===== src/rtl/hazard_pkg.sv =====
package hazard_pkg;

    ////////////////////////////////////////////////////////////
    // field widths
    ////////////////////////////////////////////////////////////
    localparam int REG_W   = 5;
    localparam int OP_W    = 6;
    localparam int FUNCT_W = 6;
    localparam int SHAMT_W = 5;
    localparam int IMM_W   = 16;

    typedef logic [REG_W-1:0] reg_idx_t;

    localparam reg_idx_t REG_ZERO = 5'd0;
    localparam reg_idx_t REG_RA   = 5'd31;   // jal link register

    ////////////////////////////////////////////////////////////
    // opcodes and funct codes
    ////////////////////////////////////////////////////////////
    localparam logic [OP_W-1:0] OP_RTYPE = 6'b000000;
    localparam logic [OP_W-1:0] OP_LW    = 6'b100011;
    localparam logic [OP_W-1:0] OP_LBU   = 6'b100100;
    localparam logic [OP_W-1:0] OP_LHU   = 6'b100101;
    localparam logic [OP_W-1:0] OP_SW    = 6'b101011;
    localparam logic [OP_W-1:0] OP_SB    = 6'b101000;
    localparam logic [OP_W-1:0] OP_SH    = 6'b101001;
    localparam logic [OP_W-1:0] OP_BEQ   = 6'b000100;
    localparam logic [OP_W-1:0] OP_BNE   = 6'b000101;
    localparam logic [OP_W-1:0] OP_ADDI  = 6'b001000;
    localparam logic [OP_W-1:0] OP_ADDIU = 6'b001001;
    localparam logic [OP_W-1:0] OP_SLTI  = 6'b001010;
    localparam logic [OP_W-1:0] OP_SLTIU = 6'b001011;
    localparam logic [OP_W-1:0] OP_ANDI  = 6'b001100;
    localparam logic [OP_W-1:0] OP_ORI   = 6'b001101;
    localparam logic [OP_W-1:0] OP_XORI  = 6'b001110;
    localparam logic [OP_W-1:0] OP_LUI   = 6'b001111;
    localparam logic [OP_W-1:0] OP_J     = 6'b000010;
    localparam logic [OP_W-1:0] OP_JAL   = 6'b000011;

    localparam logic [FUNCT_W-1:0] FN_SLL = 6'b000000;
    localparam logic [FUNCT_W-1:0] FN_SRL = 6'b000010;
    localparam logic [FUNCT_W-1:0] FN_SRA = 6'b000011;
    localparam logic [FUNCT_W-1:0] FN_JR  = 6'b001000;

    ////////////////////////////////////////////////////////////
    // two views of the same 32-bit instruction word
    ////////////////////////////////////////////////////////////
    typedef struct packed {
        logic [OP_W-1:0]    op;
        reg_idx_t           rs;
        reg_idx_t           rt;
        reg_idx_t           rd;
        logic [SHAMT_W-1:0] shamt;
        logic [FUNCT_W-1:0] funct;
    } r_fmt_t;

    typedef struct packed {
        logic [OP_W-1:0]  op;
        reg_idx_t         rs;
        reg_idx_t         rt;
        logic [IMM_W-1:0] imm;
    } i_fmt_t;

    typedef union packed {
        r_fmt_t r_fmt;
        i_fmt_t i_fmt;
    } instr_t;

    // register uses and write effect of one instruction
    typedef struct packed {
        reg_idx_t rs;
        reg_idx_t rt;
        logic     use_a;       // rs -> alu a
        logic     use_b;       // rt -> alu b
        logic     use_store;   // rt is store data
        logic     use_jr;      // rs is jump target
        logic     mem_read;
        logic     reg_write;
        reg_idx_t dest;
    } operand_use_t;

    typedef struct packed {
        logic     reg_write;
        reg_idx_t dest;
    } stage_rec_t;

    typedef enum logic [1:0] {
        FWD_NONE = 2'b00,
        FWD_MEM  = 2'b01,
        FWD_WB   = 2'b10
    } fwd_sel_t;

    typedef struct packed {
        fwd_sel_t sel_a;
        fwd_sel_t sel_b;
        fwd_sel_t sel_store;
        fwd_sel_t sel_jr;
    } fwd_bundle_t;

    localparam operand_use_t USE_BUBBLE = '0;
    localparam stage_rec_t   REC_NONE   = '0;

endpackage

===== src/rtl/hazard_unit.sv =====
module hazard_unit (
    input  logic                    clk,
    input  logic                    arst_n,
    input  hazard_pkg::instr_t      instr,
    input  logic                    instr_valid,
    output logic                    stall,
    output hazard_pkg::fwd_bundle_t fwd
);
    import hazard_pkg::*;

    operand_use_t id_use;
    operand_use_t ex_use;
    stage_rec_t   mem_rec;
    stage_rec_t   wb_rec;

    instr_decode u_decode (
        .instr  (instr),
        .id_use (id_use)
    );

    pipe_track u_track (
        .clk         (clk),
        .arst_n      (arst_n),
        .instr_valid (instr_valid),
        .id_use      (id_use),
        .stall       (stall),
        .ex_use      (ex_use),
        .mem_rec     (mem_rec),
        .wb_rec      (wb_rec)
    );

    forward_select u_fwd (
        .ex_use  (ex_use),
        .mem_rec (mem_rec),
        .wb_rec  (wb_rec),
        .fwd     (fwd)
    );

endmodule


===== src/rtl/forward_select.sv =====
module forward_select (
    input  hazard_pkg::operand_use_t ex_use,
    input  hazard_pkg::stage_rec_t   mem_rec,
    input  hazard_pkg::stage_rec_t   wb_rec,
    output hazard_pkg::fwd_bundle_t  fwd
);
    import hazard_pkg::*;

    // stage produces a usable value for src
    function automatic logic writes_reg(input stage_rec_t rec, input reg_idx_t src);
        return rec.reg_write && (rec.dest != REG_ZERO) && (rec.dest == src);
    endfunction

    // memory is younger, so it wins over writeback
    function automatic fwd_sel_t pick(
        input logic       used,
        input reg_idx_t   src,
        input stage_rec_t mem_r,
        input stage_rec_t wb_r
    );
        fwd_sel_t sel;
        sel = FWD_NONE;
        if (used && writes_reg(mem_r, src)) begin
            sel = FWD_MEM;
        end else if (used && writes_reg(wb_r, src)) begin
            sel = FWD_WB;
        end
        return sel;
    endfunction

    ////////////////////////////////////////////////////////////
    // one select per operand use
    ////////////////////////////////////////////////////////////
    always_comb begin
        fwd.sel_a     = pick(ex_use.use_a, ex_use.rs, mem_rec, wb_rec);
        fwd.sel_b     = pick(ex_use.use_b, ex_use.rt, mem_rec, wb_rec);
        fwd.sel_store = pick(ex_use.use_store, ex_use.rt, mem_rec, wb_rec);
        fwd.sel_jr    = pick(ex_use.use_jr, ex_use.rs, mem_rec, wb_rec);
    end

endmodule


===== src/rtl/pipe_track.sv =====
module pipe_track (
    input  logic                     clk,
    input  logic                     arst_n,
    input  logic                     instr_valid,
    input  hazard_pkg::operand_use_t id_use,
    output logic                     stall,
    output hazard_pkg::operand_use_t ex_use,
    output hazard_pkg::stage_rec_t   mem_rec,
    output hazard_pkg::stage_rec_t   wb_rec
);
    import hazard_pkg::*;

    logic       load_in_ex;
    logic       rs_hit;
    logic       rt_hit;
    logic       accept;
    stage_rec_t ex_rec;

    ////////////////////////////////////////////////////////////
    // load-use detection
    ////////////////////////////////////////////////////////////
    always_comb begin
        load_in_ex = ex_use.mem_read && (ex_use.dest != REG_ZERO);
        rs_hit     = (id_use.use_a || id_use.use_jr) && (id_use.rs == ex_use.dest);
        rt_hit     = (id_use.use_b || id_use.use_store) && (id_use.rt == ex_use.dest);
        stall      = instr_valid && load_in_ex && (rs_hit || rt_hit);
    end

    assign accept = instr_valid && !stall;

    // write effect handed on to memory
    assign ex_rec.reg_write = ex_use.reg_write;
    assign ex_rec.dest      = ex_use.dest;

    ////////////////////////////////////////////////////////////
    // stage registers
    ////////////////////////////////////////////////////////////
    always_ff @(posedge clk or negedge arst_n) begin
        if (!arst_n) begin
            ex_use  <= USE_BUBBLE;
            mem_rec <= REC_NONE;
            wb_rec  <= REC_NONE;
        end else begin
            if (accept) begin
                ex_use <= id_use;
            end else begin
                ex_use <= USE_BUBBLE;   // stalled or idle
            end
            mem_rec <= ex_rec;
            wb_rec  <= mem_rec;
        end
    end

endmodule


===== src/rtl/instr_decode.sv =====
module instr_decode (
    input  hazard_pkg::instr_t       instr,
    output hazard_pkg::operand_use_t id_use
);
    import hazard_pkg::*;

    always_comb begin
        id_use    = USE_BUBBLE;
        id_use.rs = instr.i_fmt.rs;
        id_use.rt = instr.i_fmt.rt;

        case (instr.i_fmt.op)
            OP_LW, OP_LBU, OP_LHU: begin
                id_use.use_a     = 1'b1;
                id_use.mem_read  = 1'b1;
                id_use.reg_write = 1'b1;
                id_use.dest      = instr.i_fmt.rt;
            end

            OP_SW, OP_SB, OP_SH: begin
                id_use.use_a     = 1'b1;   // base address
                id_use.use_store = 1'b1;
            end

            OP_BEQ, OP_BNE: begin
                id_use.use_a = 1'b1;
                id_use.use_b = 1'b1;
            end

            OP_ADDI, OP_ADDIU, OP_SLTI, OP_SLTIU,
            OP_ANDI, OP_ORI, OP_XORI: begin
                id_use.use_a     = 1'b1;
                id_use.reg_write = 1'b1;
                id_use.dest      = instr.i_fmt.rt;
            end

            OP_LUI: begin
                // immediate only yet still writes rt
                id_use.reg_write = 1'b1;
                id_use.dest      = instr.i_fmt.rt;
            end

            OP_JAL: begin
                id_use.reg_write = 1'b1;
                id_use.dest      = REG_RA;
            end

            OP_J: begin
                id_use.reg_write = 1'b0;   // no register traffic
            end

            ////////////////////////////////////////////////////////////
            // r-type split on funct
            ////////////////////////////////////////////////////////////
            OP_RTYPE: begin
                case (instr.r_fmt.funct)
                    FN_SLL, FN_SRL, FN_SRA: begin
                        id_use.use_b     = 1'b1;   // shamt replaces rs
                        id_use.reg_write = 1'b1;
                        id_use.dest      = instr.r_fmt.rd;
                    end
                    FN_JR: begin
                        id_use.use_jr = 1'b1;
                    end
                    default: begin
                        id_use.use_a     = 1'b1;
                        id_use.use_b     = 1'b1;
                        id_use.reg_write = 1'b1;
                        id_use.dest      = instr.r_fmt.rd;
                    end
                endcase
            end

            default: begin
                id_use.reg_write = 1'b0;   // unknown opcode is inert
            end
        endcase
    end

endmodule


===== config.mk =====
export PLATFORM = sky130hd
export DESIGN_NAME = hazard_unit
export DESIGN_NICKNAME = d
export VERILOG_FILES = /design/src/rtl/hazard_pkg.sv /design/src/rtl/hazard_unit.sv /design/src/rtl/forward_select.sv /design/src/rtl/pipe_track.sv /design/src/rtl/instr_decode.sv
export SDC_FILE = /design/constraint.sdc
export NUM_CORES = 1
export LEC_CHECK = 0
export BUFFER_PORTS_ARGS = -buffer_cell sky130_fd_sc_hd__buf_2
export CORE_MARGIN = 5
export CORE_UTILIZATION = 35
export DETAILED_ROUTE_END_ITERATION = 8
export PLACE_DENSITY_LB_ADDON = 0.25
export SLEW_MARGIN = 20
export SYNTH_ARGS = -nofsm -noshare
export SYNTH_HDL_FRONTEND = slang
export SYNTH_SLANG_ARGS = --single-unit

===== constraint.sdc =====
create_clock -name clk -period 3.11 [get_ports clk]
set_input_delay 0.7775 -clock clk [delete_from_list [all_inputs] [get_ports clk]]
set_output_delay 0.7775 -clock clk [all_outputs]
set_load 0.02 [all_outputs]

# After elaboration in Yosys (flattened, before gate mapping)
# Cells that the tools add are included.
# totals
register_bits	33
input_bits	35
out_inout_bits	9
wordCells	95
# op_classes
n_eq_ne	26
mux	20
reduce_logical	36
# ops
cell	n
6-bit by 4-bit equality test with 1-bit output, second input constant	9
6-bit equality test, second input constant	6
5-bit equality test	6
21-bit 2-to-1 mux	1
1-bit logical AND	20
6-bit by 2-bit equality test with 1-bit output, second input constant	3
2-bit 2-to-1 mux	8
5-bit one-hot mux with 3 select lines	1
5-bit nonzero test	3
15-bit OR reduction	1
6-bit by 3-bit equality test with 1-bit output, second input constant	2
6-bit zero test	2
12-bit OR reduction	1
11-bit OR reduction	1
1-bit 2-to-1 mux	6
6-bit 2-to-1 mux	1
1-bit one-hot mux with 2 select lines	3
3-bit OR reduction	2
4-bit OR reduction	1
1-bit logical OR	3
2-bit OR reduction	1
1-bit zero test	1

# Depth between registers and ports, before layout
# logic_depth
ltp_word	11
mapped_depth	7
mapped_depth_nobuf	5

# By module
# A second synthesis with hierarchy kept.
# unflattened
cells_unflattened	189
area_unflattened_um2	1915.6
# by_module_without_submodules
module	instances	cells_per_inst	area_each_um2	seq_area_each_um2
pipe_track	1	99	1276.2	825.8
instr_decode	1	46	322.8	0.0
forward_select	1	44	316.6	0.0

# Worst setup path after synthesis
# OpenSTA, ideal clock, no wires.
# synth_timing
path_kind	input to output
startpoint	input instr[31] (netlist bit)
endpoint	output stall
arrival_time_ns	2.426
t_required_ns	2.332
path_slack_ns	-0.093
cell_stages	7
path_buffers	2
path_cell_list	buf_6 > or4_4 > or3_4 > o22a_2 > o22a_2 > buf_6 > inv_1
# synth_via
elab_chain_len	7
word_cells_on_any_way	29
cone_classes	eq/ne: 15; mux: 4; reduce/logical: 10
# synth_rtl
item	line	text
start, declared	hazard_unit.sv:4	input hazard_pkg::instr_t instr,
6-bit equality test, or another cell as far along	instr_decode.sv:12	case (instr.i_fmt.op)
15-bit OR reduction (no line), or another cell as far along	--	
1-bit one-hot mux with 2 select lines or 1-bit 2-to-1 mux (tied branches)	instr_decode.sv:12	
1-bit logical OR (on tied branches)	pipe_track.sv:24, pipe_track.sv:25	
1-bit logical AND (on tied branches)	pipe_track.sv:24, pipe_track.sv:25	
1-bit logical OR (*)	pipe_track.sv:26	stall = instr_valid && load_in_ex && (rs_hit || rt_hit);
1-bit logical AND (*)	pipe_track.sv:26	
end, declared	hazard_unit.sv:6	output logic stall,
# Mark *: on every way between the ends. The rest lies on a longest branch, timed or not.

# Worst setup path after layout
# layout_timing
startpoint	input instr[27] (netlist bit)
endpoint	output stall
# Same word-level chain as after synthesis.

==> results.ini <==
[yosys]
syn_area_per_cell_um2=11.3
synth_xor_area_frac=0.149
ys_types=42
netlist_area_um2=1760
synth_fa_ha_area_frac=0
synth.top_cell.area_share=0.470
synth_top_family_by_area=simple AND/OR/NAND/NOR gates
yosysSeqAreaShare=0.470
muxShareOfSynthArea=0.00569
ys_seq_elements=33
synthCells=156
synth_ff_type=dfrtp_1
synth.area.top_cells=dfrtp_1, xor2_1, xnor2_1
synth_nets=191
synth_compound_area_frac=0.0890
synth-edff-count=0
yosys_warnings=0
async_flop_share=1.00
synth-simple-area-share=0.246
synth_top_area_cell=dfrtp_1

[global_route]
grt_usage=0.139
grt_pass1_vias=1428
grt_max_degree=34
grt_pass1_wl_mm=6.80
grt-ovfl-total=0
antenna_found_initial=0

[finish]
antennaDiodeCount=0
areaGrowthSynthToFinish_pct=24.2
drive_gt1_frac=0.345
layout.nets=240
fillerInstances=479

[cts]
cts_root_buffer=clkbuf_8
post-cts-setup-buffer-count=0
clock_latency_ns=0.28
clk_pin_slew_worst_paths_ns=0.06
cts_tree=done
clk_path_buf_depth=2
htreeDepth=2
cts_made_buffers=5
clock-sinks=33

[worst_setup_path]
critical-path-max-stage-delay_ns=0.52
worstSetupPathType=in2out
worstPathArrival_ns=2.36
critical_path.top_delay_family=simple AND/OR/NAND/NOR gates
start_kind=input port
cp.buffers_inverters=3
endpoint_kind=output port
slowest_stage=or4_4
critPathMaxFanout=4
required_ns=2.33
path_cells=buf_6 > or4_4 > or3_4 > o22a_4 > o22a_4 > inv_4 > buf_6

[job]
cap_violations=0

[power_and_ir_drop]
pwr_density_cell_nw_per_um2=448
ir_drop_mv=0.208
finalPower_uw=979
total_leakage_power_nw=1.10

[sta]
relSlewSlack=0.370
finalSetupTns_ns=-0.0262
fmax_ghz=0.319
report.final.slew_viol_count=0
tightest_slew_ns=0.932
final-hold-violation-count=0
fin_crit_sh=1.01
period_needed_ns=3.14
skew_ns=0.00667
postLayoutSetupSlackWorst_ns=-0.0262
rsz0062_at_grt=yes
setup_violations=1

[outcome]
violations=setup timing
status=finished, violations left

[drt]
final_antenna_net_count=0
drtPass1Iterations=4
routed_via_density=4.89
top_layer=met4
drt_first_iter_violations=33
wl_met1_mm=1.57
remaining_drc_errors=0
met2_length_mm=2.02
drt-total-wl_mm=3.89
wire_per_inst_um=14.3
num_vias=1335
met3_length_um=208

[floorplan]
die_y_um=80.9
initial_core_util=0.367
core_area_um2=4790
die_x_um=80.9
num_rows=25
die-area_um2=6540
pin_count=44

[placement]
hpwl_mm=3.20
io_buffers=38
dp_slack_ns=-0.112
place_congestion=0.828

[min_path]
min_path_type=reg2reg

-- final cells by class --
cell class / instances / area (um^2) / share of cell area
Inverter: 2 / 10.0 / 0.00458
Tap cell: 67 / 83.8 / 0.0384
Timing Repair Buffer: 47 / 270 / 0.124
Sequential cell: 33 / 826 / 0.378
Clock buffer: 7 / 86.3 / 0.0395
Multi-Input combinational cell: 116 / 877 / 0.402
Clock inverter: 1 / 30.0 / 0.0138
-- Yosys cell counts, drive strengths merged (3+ instances only) --
master / n
a221oi: 5
and2: 8
and3: 10
dfrtp: 33
nor2: 13
nor3: 8
nor4: 5
o21ai: 4
or3: 3
or4: 5
xnor2: 10
xor2: 20
-- layout by cell type, fill, tap and decap left out, types with 2 or more instances in the layout --
cell type   n
dfrtp_1    33
clkbuf_8    6
nor2_1     13
buf_4       9
xor2_1     20
buf_6       2
nand3_1     2
nor3_1      8
a221oi_1    5
and2_1      8
nand4_1     2
o22a_4      2
buf_2      36
xnor2_1    10
or4_1       4
o21ai_0     3
nor4_1      5
and3_1      9
-- flip-flops by register name, summed over array words and instances, names as in the netlist --
name             cells
u_track.ex_use      21
u_track.mem_rec      6
u_track.wb_rec       6
-- stage by stage --
step            util  instance area [um^2]  hold slack [ns]  std cells
2_1_floorplan      -                  1760            0.331        156
3_3_place_gp   0.426                  2040            0.333        265
3_5_place_dp   0.426                  2040            0.343        265
4_1_cts        0.454                  2170            0.359        273
5_1_grt        0.456                  2180            0.360        273
6_report       0.456                  2180            0.358        273
-- report_power, final --
group,leakage (nW),internal [mW],switching (mW)
combinational,0.599,0.0556,0.0554
sequential,0.445,0.445,0.0155
clock,0.0585,0.261,0.146
-- logic make-up after synthesis --
family	Yosys count
xor+xnor	30
mux	1
flops	33
buf+inv	7
simple gates	66
compound gates	19
-- layer usage --
layer	global-route usage	vias to the layer above
met5	0	-
met4	0.0659	0
met3	0.0388	6
met2	0.236	30
met1	0.161	635
li1	-	664
-- path summary, 6_finish.rpt --
kind,start,end,slack [ns],cells after the start
max reg2reg,u_track.ex_use[0],u_track.ex_use[9],1.11,5
min,u_track.ex_use[5],u_track.mem_rec[5],0.36,0
min in group asynchronous,arst_n,u_track.ex_use[17],0.53,1
max in group asynchronous,arst_n,u_track.ex_use[8],2.13,1
min reg2reg,u_track.ex_use[5],u_track.mem_rec[5],0.36,0
max,instr[27],stall,-0.03,7
-- what timing repair did --
item                       in CTS  in global routing
gates resized for setup         4                  2
hold buffers                    0                  0
pin swaps                       1                  1
cloned                          0                  0
setup endpoints to repair       5                  3
Note: power is estimated with default switching activity, not from simulation.
